$ cat src/include/matmul_defines.svh
`ifndef MATMUL_DEFINES_SVH
`define MATMUL_DEFINES_SVH

////////////////////////////////////////////////////////////////////////////
// Array geometry
////////////////////////////////////////////////////////////////////////////

// Matrix dimension, the array is MAT_SIZE by MAT_SIZE cells
`define MAT_SIZE 4
// Width of a column index, must match MAT_SIZE
`define LOG2_MAT_SIZE 2

////////////////////////////////////////////////////////////////////////////
// Data and memory widths
////////////////////////////////////////////////////////////////////////////

// Signed element width
`define DWIDTH 8
`define AWIDTH 10
`define STRIDE_WIDTH 8

// Cycles from a read address to its returned data
`define MEM_LATENCY 1
// Operand register, product register, sum register
`define MAC_CYCLES 3

`endif

$ cat src/design/matmul_pkg.sv
`include "matmul_defines.svh"

package matmul_pkg;

  // One signed matrix element
  typedef logic signed [`DWIDTH-1:0] data_t;

  // Memory address and the step between consecutive vectors
  typedef logic [`AWIDTH-1:0] addr_t;
  typedef logic [`STRIDE_WIDTH-1:0] stride_t;

  // One memory word, lane 0 sits in the lowest bits
  typedef struct packed {
    data_t [`MAT_SIZE-1:0] lane;
  } vec_t;

  // Row i of the matrix holds Cij for j = 0..MAT_SIZE-1
  typedef vec_t [`MAT_SIZE-1:0] matrix_t;

  // Where an operand or the result lives in memory
  typedef struct packed {
    addr_t   base;
    stride_t stride;
  } operand_cfg_t;

  // One result column with its write address
  typedef struct packed {
    logic  valid;
    addr_t addr;
    vec_t  data;
  } result_t;

  // Sequencer states, in the order a run walks through them
  typedef enum logic [2:0] {
    ST_IDLE,
    ST_FETCH,
    ST_COMPUTE,
    ST_DRAIN,
    ST_DONE
  } seq_state_t;

endpackage

$ cat src/design/operand_feeder.sv
`timescale 1ns/1ps
`include "matmul_defines.svh"

module operand_feeder (
  input  logic                     clk,
  input  logic                     i_clear,
  input  logic                     i_fetch,
  input  matmul_pkg::operand_cfg_t i_cfg,
  input  matmul_pkg::vec_t         i_mem_data,
  output matmul_pkg::addr_t        o_mem_addr,
  output matmul_pkg::vec_t         o_lanes
);
  import matmul_pkg::*;

  addr_t                   addr_q;
  logic [`MEM_LATENCY-1:0] vld_sr;
  logic                    data_valid;
  vec_t                    masked;

  ////////////////////////////////////////////////////////////////////////////
  // Read address generation
  ////////////////////////////////////////////////////////////////////////////

  // The register sits at the base while idle, so the first fetch cycle
  // presents the base and each fetch cycle steps it by one stride
  always_ff @(posedge clk) begin
    if (i_clear) begin
      addr_q <= i_cfg.base;
    end else if (i_fetch) begin
      addr_q <= addr_q + addr_t'(i_cfg.stride);
    end
  end

  assign o_mem_addr = addr_q;

  ////////////////////////////////////////////////////////////////////////////
  // Data qualification
  ////////////////////////////////////////////////////////////////////////////

  // A copy of the fetch window, delayed by the memory latency
  always_ff @(posedge clk) begin
    if (i_clear) begin
      vld_sr <= '0;
    end else begin
      vld_sr[0] <= i_fetch;
      for (int k = 1; k < `MEM_LATENCY; k++) begin
        vld_sr[k] <= vld_sr[k-1];
      end
    end
  end

  assign data_valid = vld_sr[`MEM_LATENCY-1];

  // Whatever the memory returns outside the window is forced to zero, so
  // the array only ever accumulates real operands
  always_comb begin
    for (int k = 0; k < `MAT_SIZE; k++) begin
      masked.lane[k] = data_valid ? i_mem_data.lane[k] : '0;
    end
  end

  ////////////////////////////////////////////////////////////////////////////
  // Systolic skew
  ////////////////////////////////////////////////////////////////////////////

  // Lane k passes through k registers so that operands meet in the array
  for (genvar k = 0; k < `MAT_SIZE; k++) begin : g_skew
    if (k == 0) begin : g_direct
      assign o_lanes.lane[k] = masked.lane[k];
    end else begin : g_delay
      data_t taps [k];

      always_ff @(posedge clk) begin
        if (i_clear) begin
          for (int t = 0; t < k; t++) begin
            taps[t] <= '0;
          end
        end else begin
          taps[0] <= masked.lane[k];
          for (int t = 1; t < k; t++) begin
            taps[t] <= taps[t-1];
          end
        end
      end

      assign o_lanes.lane[k] = taps[k-1];
    end
  end

endmodule

$ cat src/design/processing_element.sv
`timescale 1ns/1ps
`include "matmul_defines.svh"

module processing_element (
  input  logic              clk,
  input  logic              i_clear,
  input  matmul_pkg::data_t i_a,
  input  matmul_pkg::data_t i_b,
  output matmul_pkg::data_t o_a,
  output matmul_pkg::data_t o_b,
  output matmul_pkg::data_t o_sum
);
  import matmul_pkg::*;

  // Limits of the signed element range
  localparam int SAT_MAX = 2 ** (`DWIDTH - 1) - 1;
  localparam int SAT_MIN = -(2 ** (`DWIDTH - 1));

  data_t                       a_q;
  data_t                       b_q;
  logic signed [2*`DWIDTH-1:0] prod_q;
  data_t                       prod_sat;
  data_t                       sum_q;

  // First stage registers the operands, and the same registers feed the
  // east and south neighbours one cycle later
  always_ff @(posedge clk) begin
    if (i_clear) begin
      a_q <= '0;
      b_q <= '0;
    end else begin
      a_q <= i_a;
      b_q <= i_b;
    end
  end

  assign o_a = a_q;
  assign o_b = b_q;

  // Second stage holds the full width signed product
  always_ff @(posedge clk) begin
    if (i_clear) begin
      prod_q <= '0;
    end else begin
      prod_q <= a_q * b_q;
    end
  end

  // Clamp the product back into the element range
  always_comb begin
    if (prod_q > SAT_MAX) begin
      prod_sat = data_t'(SAT_MAX);
    end else if (prod_q < SAT_MIN) begin
      prod_sat = data_t'(SAT_MIN);
    end else begin
      prod_sat = data_t'(prod_q);
    end
  end

  // Third stage accumulates, the sum simply wraps at the element width
  always_ff @(posedge clk) begin
    if (i_clear) begin
      sum_q <= '0;
    end else begin
      sum_q <= sum_q + prod_sat;
    end
  end

  assign o_sum = sum_q;

endmodule

$ cat src/design/systolic_array.sv
`timescale 1ns/1ps
`include "matmul_defines.svh"

module systolic_array (
  input  logic                clk,
  input  logic                i_clear,
  input  matmul_pkg::vec_t    i_west,
  input  matmul_pkg::vec_t    i_north,
  output matmul_pkg::matrix_t o_sum
);
  import matmul_pkg::*;

  ////////////////////////////////////////////////////////////////////////////
  // Operand links between neighbouring cells
  ////////////////////////////////////////////////////////////////////////////

  // a_link[i][j] enters cell (i,j) from the west, and the extra column
  // holds what falls off the east edge
  data_t a_link [`MAT_SIZE][`MAT_SIZE+1];
  // b_link[i][j] enters cell (i,j) from the north, and the extra row
  // holds what falls off the south edge
  data_t b_link [`MAT_SIZE+1][`MAT_SIZE];

  // West lane i drives row i
  for (genvar i = 0; i < `MAT_SIZE; i++) begin : g_west
    assign a_link[i][0] = i_west.lane[i];
  end

  // North lane j drives column j
  for (genvar j = 0; j < `MAT_SIZE; j++) begin : g_north
    assign b_link[0][j] = i_north.lane[j];
  end

  ////////////////////////////////////////////////////////////////////////////
  // Cell grid
  ////////////////////////////////////////////////////////////////////////////

  // Cell (i,j) sees Aik and Bkj in the same cycle and owns Cij
  for (genvar i = 0; i < `MAT_SIZE; i++) begin : g_row
    for (genvar j = 0; j < `MAT_SIZE; j++) begin : g_col
      processing_element pe_inst (
        .clk     (clk),
        .i_clear (i_clear),
        .i_a     (a_link[i][j]),
        .i_b     (b_link[i][j]),
        .o_a     (a_link[i][j+1]),
        .o_b     (b_link[i+1][j]),
        // Sums land straight in row i, lane j of the result matrix
        .o_sum   (o_sum[i].lane[j])
      );
    end
  end

endmodule

$ cat src/design/matmul_sequencer.sv
`timescale 1ns/1ps
`include "matmul_defines.svh"

module matmul_sequencer (
  input  logic                     clk,
  input  logic                     reset,
  input  logic                     i_clear,
  input  matmul_pkg::operand_cfg_t i_c_cfg,
  input  matmul_pkg::matrix_t      i_sum,
  output logic                     o_fetch,
  output matmul_pkg::result_t      o_result,
  output logic                     o_done
);
  import matmul_pkg::*;

  // Count of the last fetch cycle, fetching starts one cycle after start
  localparam int FETCH_LAST = `MAT_SIZE;
  // First cycle with every sum final. The last vector is fetched MAT_SIZE-1
  // cycles after the first, its last lane is skewed MAT_SIZE-1 cycles and
  // it hops MAT_SIZE-1 cells to reach the far corner
  localparam int DRAIN_FIRST = 1 + 3 * (`MAT_SIZE - 1) + `MEM_LATENCY + `MAC_CYCLES;
  localparam int CNT_W = $clog2(DRAIN_FIRST + 1);

  seq_state_t                state_q;
  seq_state_t                state_d;
  logic [CNT_W-1:0]          cnt_q;
  logic [`LOG2_MAT_SIZE-1:0] col_q;
  addr_t                     c_addr_q;
  logic                      last_col;
  logic                      done_q;

  assign last_col = (col_q == `LOG2_MAT_SIZE'(`MAT_SIZE - 1));

  ////////////////////////////////////////////////////////////////////////////
  // State machine
  ////////////////////////////////////////////////////////////////////////////

  always_comb begin
    state_d = state_q;
    if (i_clear) begin
      state_d = ST_IDLE;
    end else begin
      case (state_q)
        ST_IDLE:    state_d = ST_FETCH;
        ST_FETCH:   if (cnt_q == CNT_W'(FETCH_LAST)) state_d = ST_COMPUTE;
        ST_COMPUTE: if (cnt_q == CNT_W'(DRAIN_FIRST - 1)) state_d = ST_DRAIN;
        ST_DRAIN:   if (last_col) state_d = ST_DONE;
        // Parked here until start drops
        ST_DONE:    state_d = ST_DONE;
        default:    state_d = ST_IDLE;
      endcase
    end
  end

  always_ff @(posedge clk) begin
    if (reset) begin
      state_q <= ST_IDLE;
    end else begin
      state_q <= state_d;
    end
  end

  // Cycle counter runs from the first start cycle and freezes once draining
  always_ff @(posedge clk) begin
    if (i_clear) begin
      cnt_q <= '0;
    end else if (state_q != ST_DRAIN && state_q != ST_DONE) begin
      cnt_q <= cnt_q + 1'b1;
    end
  end

  assign o_fetch = (state_q == ST_FETCH);

  ////////////////////////////////////////////////////////////////////////////
  // Result drain
  ////////////////////////////////////////////////////////////////////////////

  // Column index and write address step together, one column per cycle
  always_ff @(posedge clk) begin
    if (i_clear) begin
      col_q    <= '0;
      c_addr_q <= i_c_cfg.base;
    end else if (state_q == ST_DRAIN) begin
      col_q    <= col_q + 1'b1;
      c_addr_q <= c_addr_q + addr_t'(i_c_cfg.stride);
    end
  end

  // Lane i of the outgoing word is Cij for the current column j
  always_comb begin
    o_result.valid = (state_q == ST_DRAIN);
    o_result.addr  = c_addr_q;
    for (int r = 0; r < `MAT_SIZE; r++) begin
      o_result.data.lane[r] = i_sum[r].lane[col_q];
    end
  end

  // Done fires in the cycle right after the last column
  always_ff @(posedge clk) begin
    if (i_clear) begin
      done_q <= 1'b0;
    end else begin
      done_q <= (state_q == ST_DRAIN) && last_col;
    end
  end

  assign o_done = done_q;

endmodule

$ cat src/design/matmul_top.sv
`timescale 1ns/1ps

module matmul_top (
  input  logic                     clk,
  input  logic                     reset,
  input  logic                     i_start,
  input  matmul_pkg::operand_cfg_t i_a_cfg,
  input  matmul_pkg::operand_cfg_t i_b_cfg,
  input  matmul_pkg::operand_cfg_t i_c_cfg,
  input  matmul_pkg::vec_t         i_a_data,
  input  matmul_pkg::vec_t         i_b_data,
  output matmul_pkg::addr_t        o_a_addr,
  output matmul_pkg::addr_t        o_b_addr,
  output matmul_pkg::result_t      o_result,
  output logic                     o_done
);
  import matmul_pkg::*;

  logic    clear;
  logic    fetch;
  vec_t    a_west;
  vec_t    b_north;
  matrix_t c_sum;

  // Start is a level, so any idle cycle wipes the whole datapath,
  // accumulators included
  assign clear = reset | ~i_start;

  ////////////////////////////////////////////////////////////////////////////
  // Operand feeders
  ////////////////////////////////////////////////////////////////////////////

  // A words are columns of A, lane i feeds array row i
  operand_feeder a_feeder (
    .clk        (clk),
    .i_clear    (clear),
    .i_fetch    (fetch),
    .i_cfg      (i_a_cfg),
    .i_mem_data (i_a_data),
    .o_mem_addr (o_a_addr),
    .o_lanes    (a_west)
  );

  // B words are rows of B, lane j feeds array column j
  operand_feeder b_feeder (
    .clk        (clk),
    .i_clear    (clear),
    .i_fetch    (fetch),
    .i_cfg      (i_b_cfg),
    .i_mem_data (i_b_data),
    .o_mem_addr (o_b_addr),
    .o_lanes    (b_north)
  );

  ////////////////////////////////////////////////////////////////////////////
  // Array and control
  ////////////////////////////////////////////////////////////////////////////

  systolic_array systolic_array_inst (
    .clk     (clk),
    .i_clear (clear),
    .i_west  (a_west),
    .i_north (b_north),
    .o_sum   (c_sum)
  );

  matmul_sequencer matmul_sequencer_inst (
    .clk      (clk),
    .reset    (reset),
    .i_clear  (clear),
    .i_c_cfg  (i_c_cfg),
    .i_sum    (c_sum),
    .o_fetch  (fetch),
    .o_result (o_result),
    .o_done   (o_done)
  );

endmodule

$ cat config.mk
export PLATFORM = sky130hd
export DESIGN_NAME = matmul_top
export DESIGN_NICKNAME = d
export VERILOG_FILES = /design/src/design/matmul_pkg.sv /design/src/design/operand_feeder.sv /design/src/design/processing_element.sv /design/src/design/systolic_array.sv /design/src/design/matmul_sequencer.sv /design/src/design/matmul_top.sv
export VERILOG_INCLUDE_DIRS = /design/src /design/src/include
export SDC_FILE = /design/constraint.sdc
export NUM_CORES = 2
export LEC_CHECK = 0
export BUFFER_PORTS_ARGS = -buffer_cell sky130_fd_sc_hd__buf_2
export CORE_MARGIN = 10
export CORE_UTILIZATION = 37
export CTS_CLUSTER_SIZE = 28
export DETAILED_ROUTE_END_ITERATION = 16
export GPL_ROUTABILITY_DRIVEN = 1
export PLACE_DENSITY_LB_ADDON = 0.25
export SYNTH_ARGS = -nofsm -noshare
export SYNTH_HDL_FRONTEND = slang
export SYNTH_HIERARCHICAL = 1
export SYNTH_SLANG_ARGS = --single-unit
$ cat constraint.sdc
create_clock -name clk -period 5 [get_ports clk]
set_clock_uncertainty 0.1 [all_clocks]
set_input_delay 0.25 -clock clk [delete_from_list [all_inputs] [get_ports clk]]
set_output_delay 0.25 -clock clk [all_outputs]
set_load 0.01 [all_outputs]
# Yosys cells after proc, flatten, opt, wreduce, memory -nomap -nowiden
# Memory sizes are Yosys's and may differ from the RTL's. A register that Yosys moved wholly into a read port is not among the register bits.
# Index checks and enable logic that the tools add are counted.
dict set report word_totals {
  ff_bits 633
  ram_bits 96
  input_bits 121
  output_inout_bits 64
  word_cells 250
  memories 6
}
dict set report op_classes {
  addsub 21
  multipliers 16
  order_cmp 33
  eq_ne 12
  muxes 73
  n_bitwise 13
  reduce_logical 10
}
# name words word_bits rd rd_ports_with_merged_regs wr line
set mem_list {}
lappend mem_list {{a_feeder.g_skew[3].g_delay.taps} 3 8 3 1 3 operand_feeder.sv:71} ;# data_t taps [k];
lappend mem_list {{b_feeder.g_skew[3].g_delay.taps} 3 8 3 1 3 operand_feeder.sv:71}
lappend mem_list {{a_feeder.g_skew[2].g_delay.taps} 2 8 2 1 2 operand_feeder.sv:71}
lappend mem_list {{b_feeder.g_skew[2].g_delay.taps} 2 8 2 1 2 operand_feeder.sv:71}
lappend mem_list {{a_feeder.g_skew[1].g_delay.taps} 1 8 1 1 1 operand_feeder.sv:71}
lappend mem_list {{b_feeder.g_skew[1].g_delay.taps} 1 8 1 1 1 operand_feeder.sv:71}
# operator n
set op_table {}
lappend op_table {{$mux 8} 54}
lappend op_table {{$gt 16x8->1 const B} 16}
lappend op_table {{$lt 16x8->1 const B} 16}
lappend op_table {{$mul 8x8->16} 16}
lappend op_table {{$add 8x8->8} 16}
lappend op_table {{$bmux 8 s2} 4}
lappend op_table {{$mux 10} 6}
lappend op_table {{$add 10x8->10} 3}
lappend op_table {{$reduce_or 8->1} 2}
lappend op_table {{$pmux 3 s5} 1}
lappend op_table {{$or 1x1->1} 11}
lappend op_table {{$mux 3} 3}
lappend op_table {{$eq 3x2->1 const B} 2}
lappend op_table {{$ne 2x1->1 const B} 3}
lappend op_table {{$mux 1} 5}
lappend op_table {{$add 4x1->4 const B} 1}
lappend op_table {{$eq 4x3->1 const B} 1}
lappend op_table {{$eq 4x4->1 const B} 1}
lappend op_table {{$reduce_bool 2->1} 2}
lappend op_table {{$reduce_or 2->1} 2}
lappend op_table {{$eq 3x1->1 const B} 1}
lappend op_table {{$eq 3x3->1 const B} 1}
lappend op_table {{$logic_not 3->1} 1}
lappend op_table {{$lt 2x3->1 const B} 1}
lappend op_table {{other kinds (7)} 9}

# Longest topological paths before layout
dict set report logic_depth {
  word_depth 5
  mapped_depth 16
  depth_no_buf 16
}

# Modules after synthesis
# Netlist, hierarchy kept.
# mod n_inst cells_per_inst area_each_um2 seq_area_each_um2
set modules_own_cells {}
lappend modules_own_cells {{processing_element (systolic_array_inst.g_row[0].g_col[0].pe_inst ...)} 10 413 3902.5 800.8}
lappend modules_own_cells {{processing_element (systolic_array_inst.g_row[3].g_col[0].pe_inst ...)} 3 415 3916.3 800.8}
lappend modules_own_cells {{processing_element (systolic_array_inst.g_row[2].g_col[2].pe_inst ...)} 2 415 3903.7 800.8}
lappend modules_own_cells {operand_feeder 2 205 2297.2 1281.2}
lappend modules_own_cells {{processing_element (systolic_array_inst.g_row[3].g_col[3].pe_inst)} 1 413 3896.2 800.8}
lappend modules_own_cells {matmul_sequencer 1 170 2055.7 500.5}
lappend modules_own_cells {matmul_top 1 1 6.3 0.0}

# Worst setup path after synthesis
# OpenSTA, ideal clock, no wires.
dict set report synth_path {
  path_type {register -> register}
  startpoint {register systolic_array_inst.g_row[0].g_col[0].pe_inst.b_q[3]}
  endpoint {register systolic_array_inst.g_row[0].g_col[0].pe_inst.prod_q[14]}
  setup_ns 0.079
  arrival_ns 4.281
  t_required_ns 4.821
  path_slack_ns 0.540
  stages_incl_launch_ff 15
  path_buffers 0
  period_less_slack_ns 4.460
  cell_sequence {dfxtp_1 > and2_1 > fa_1 > inv_1 > fa_1 > inv_1 > fa_1 > inv_1 > fa_1 > inv_1 > ha_1 > or3_1 > o22a_2 > or4_1 > o211ai_1}
}
dict set report synth_via {
  elab_chain_cells 1
}
# item line
set synth_rtl {}
lappend synth_rtl {{start, declared} processing_element.sv:20} ;# data_t b_q;
lappend synth_rtl {{start signal, assigned} processing_element.sv:33} ;# b_q <= i_b;
lappend synth_rtl {{$mul 8x8->16} processing_element.sv:45} ;# prod_q <= a_q * b_q;
lappend synth_rtl {{end signal, assigned} processing_element.sv:45}
lappend synth_rtl {{end, declared} processing_element.sv:21} ;# logic signed [2*`DWIDTH-1:0] prod_q;
# No other way between the ends.
# A chain may end at the register's enable or synchronous reset.

# Worst setup path in the final report
dict set report layout_path {
  startpoint {register systolic_array_inst.g_row[1].g_col[1].pe_inst.b_q[3]}
  endpoint {register systolic_array_inst.g_row[1].g_col[1].pe_inst.prod_q[14]}
}
dict set report layout_via {
  elab_chain_cells 1
}
# item line
set layout_rtl {}
lappend layout_rtl {{start, declared} processing_element.sv:20}
lappend layout_rtl {{start signal, assigned} processing_element.sv:33}
lappend layout_rtl {{$mul 8x8->16} processing_element.sv:45}
lappend layout_rtl {{end signal, assigned} processing_element.sv:45}
lappend layout_rtl {{end, declared} processing_element.sv:21}
# No other way between the ends.

==> results_dict.tcl <==
set metrics [dict create \
    ant_nets 0 \
    ys_seq_area_frac 0.230 \
    syn2layout_area_growth_pct 11.7 \
    synth_top_area_cell "fa_1" \
    crit_path_start_kind "flop" \
    worstPathArrival_ns 5.33 \
    avgRoutedWirePerCell_um 15.2 \
    utilization 0.416 \
    slew_headroom 0.379 \
    dpl_cell_area_mm2 0.0729 \
    grt_pass1_vias 50941 \
    synth_area_leaders "fa_1, dfxtp_1, ha_1" \
    final-setup-viol-count 0 \
    cts_sinks 778 \
    avgSynthCellArea_um2 9.60 \
    setup_slack_ns 0.206 \
    synthMuxAreaShare 0.0137 \
    num_rows 158 \
    worstSetupEndpointType "flop" \
    power.leakage_nw 35.4 \
    cts_buffers 95 \
    path_class "flop to flop" \
    grt-ovfl-total 0 \
    synth_cell_types 74 \
    synth_simple_gate_area_share 0.187 \
    drt_wl_total_um 153000 \
    insertion_delay_ns 0.73 \
    tightest_slew_ns 0.932 \
    synth-edff-count 30 \
    power_density_mw_per_mm2 181 \
    syn_area_mm2 0.0691 \
    hold_class "input pin to flop" \
    clock.fmax_mhz 209 \
    cts_max_path_buffers 3 \
    synth_top_family_by_area "adder cells" \
    pre_cts_ws_ns 0.226 \
    fp.dieH_um 452 \
    grt-busiest-layer "met2" \
    cts_tree "built" \
    synth-compound-area-share 0.0897 \
    outcome "complete, no violations" \
    use_met3 0.0189 \
    final_nets 9117 \
    ys_ff_latch 778 \
    critPathMaxFanout 9 \
    met1_usage 0.196 \
    die_x_um 452 \
    coreArea_mm2 0.186 \
    cp_slowest_cell "fa_1" \
    synth-xor-area-share 0.0347 \
    gp_congestion 0.834 \
    io_buffers 184 \
    finalPower_mw 14.0 \
    drive_above_1_share 0.0703 \
    timing.final.crit_share 0.959 \
    ys.flop_type "dfxtp_1" \
    tns_ns 0 \
    grt.total_usage 0.151 \
    stdcell_area_mm2 0.0772 \
    async_flop_share 0 \
    clkSlewWorstSetupHoldPaths_ns 0.06 \
    num_io_pins 185 \
    syn_nets 8823 \
    use_met2 0.264 \
    ir_drop_mv 0.264 \
    crit_path_max_incr_delay_ns 0.62 \
    dieArea_mm2 0.205 \
    viasPerCell 4.75 \
    dp_hpwl_um 123000 \
    vias 47677 \
    crit_required_ns 5.54 \
    yosys.area_share.adder 0.370 \
    rsz0062_at_grt "false" \
    slew_violations 0 \
    hold_viol_final 0 \
    drcViolationCount 0 \
    synth_top_area_frac 0.260 \
    yosys_warnings 6 \
    synth_cells 7199 \
    cts_htree_levels 3 \
    postCtsSetupRepairBufs 0 \
    cap_violations 0 \
    antenna_found_initial 2 \
    start_util 0.372 \
    grt_pass1_wl_um 259000 \
    cts-root-buf "clkbuf_16" \
    finalCriticalPeriod_ns 4.79 \
    dr.pass1.iters 6 \
    drt-initial-drc-count 2132 \
    crit_path_cell_trace "and2_1 > fa_1 > inv_1 > fa_1 > inv_1 > fa_1 > inv_1 > fa_1 > inv_1 > ha_1 > or3_1 > o22a_2 > or4_1 > o211ai_1" \
    grt_start_max_net_pins 109 \
]
-- critical path, delay by kind of cell (launching register included) --
kind            cells  cell delay [ns]
simple gates        3             1.11
compound gates      2             0.34
fa+ha+maj           5             2.46
buf+inv             4             0.31
flops               1             0.39
-- flip-flops by register name, summed over array words and instances, names as in the netlist, 4 cells and up --
| name | count |
|---|---|
| a_feeder/g_skew.g_delay.taps | 48 |
| a_feeder/o_mem_addr | 10 |
| b_feeder/g_skew.g_delay.taps | 48 |
| b_feeder/o_mem_addr | 10 |
| matmul_sequencer_inst/c_addr_q | 10 |
| matmul_sequencer_inst/cnt_q | 4 |
| systolic_array_inst/g_row.g_col.pe_inst/o_a | 128 |
| systolic_array_inst/g_row.g_col.pe_inst/o_b | 128 |
| systolic_array_inst/g_row.g_col.pe_inst/o_sum | 128 |
| systolic_array_inst/g_row.g_col.pe_inst/prod_q | 256 |
-- path summary, 6_finish.rpt --
check                                        start                                endpoint  slack [ns]  depth (start not counted)
max reg2reg                                   flop                                    flop        0.21                         14
min                                     i_b_cfg[5]                  b_feeder/o_mem_addr[6]        0.08                          5
max                                           flop                                    flop        0.21                         14
min reg2reg  a_feeder/g_skew[3].g_delay.taps[0][6]  a_feeder/g_skew[3].g_delay.taps[0][14]        0.33                          1
-- layout make-up --
class,instances,area [um^2]
fill,18183,108000
multi-input combinational,5068,48000
sequential,778,15900
inverter,1216,4570
tap,2480,3100
clock buffer,131,2740
timing repair buffer,334,2440
clock inverter,39,447
antenna,1,2.50
-- metrics by stage --
step	hold WS (ns)	cells
after detailed placement	0.324	9763
after global routing	0.0552	10046
after CTS	0.000458	10046
after floorplan	0.226	7199
final	0.0758	10047
after global placement	0.316	9763
-- repair_timing --
item                                   4_1_cts  5_1_grt
endpoints found under the hold margin       97        0
hold buffers                               113        0
resized for setup                            0        4
setup endpoints to repair                    0        3
-- placed cells by master, fill, tap and decap left out, types with 15 or more instances in the layout --
cell type      netlist  final
a211oi_1            52     52
a21o_1              82     82
a21o_2              19     19
a21oi_1            232    232
and2_1             678    678
buf_2                5    184
buf_4               32     28
clkbuf_1            93     16
clkbuf_16            0     97
clkbuf_8             0     18
dfxtp_1            748    746
dlygate4sd3_1        0    113
edfxtp_1            30     30
fa_1               899    897
ha_1               604    604
inv_1             1199   1199
mux2i_1             16     16
mux4_2              32     32
nand2_1            412    412
nand2b_1            39     38
nand3_1             41     41
nand3b_1            15     15
nand4_1             54     54
nor2_1             327    327
nor2b_1            422    422
nor3_1              96     96
nor3b_1             80     79
nor4_1              48     48
nor4b_1             19     19
o211ai_1            16     16
o21a_1             159    159
o21ai_0            112    112
o21ai_1             28     28
o21bai_1            67     67
o311ai_0            16     16
o311ai_1            16     16
or3_1               37     37
or4_1               19     19
xnor2_1            212    212
xor2_1              51     51
-- routing by layer --
layer / vias to the layer above / wire (um)
li1: 23620 / -
met1: 23286 / 69800
met2: 577 / 74400
met3: 194 / 4260
met4: 0 / 4370
met5: - / 0
-- synthesized netlist by cell type (52+ instances only) --
| master | instances |
|---|---|
| o21ai_0 | 112 |
| a21o_1 | 82 |
| fa_1 | 899 |
| o21bai_1 | 67 |
| nor3_1 | 96 |
| a211oi_1 | 52 |
| nor2b_1 | 422 |
| and2_1 | 678 |
| xnor2_1 | 212 |
| a21oi_1 | 232 |
| dfxtp_1 | 748 |
| ha_1 | 604 |
| o21a_1 | 159 |
| nand4_1 | 54 |
| clkbuf_1 | 93 |
| inv_1 | 1199 |
| nor3b_1 | 80 |
| nor2_1 | 327 |
| nand2_1 | 412 |
-- power by group --
part	total, mW	leakage (nW)	switching, mW	internal [mW]
registers	6.31	6.33	0.0292	6.28
clock network	7.04	1.54	2.90	4.14
logic	0.604	27.5	0.327	0.276
total	14.0	35.4	3.26	10.7
-- cells by family (layout without fill, tap and decap cells) --
| family | after synthesis | after routing |
|---|---|---|
| fa+ha+maj | 1503 | 1503 |
| simple gates | 2334 | 2334 |
| mux | 54 | 54 |
| compound gates | 908 | 908 |
| buf+inv | 1353 | 1720 |
| other cells | 0 | 1 |
| xor+xnor | 269 | 269 |
| flops | 778 | 778 |
(Power assumes the default switching activity.)
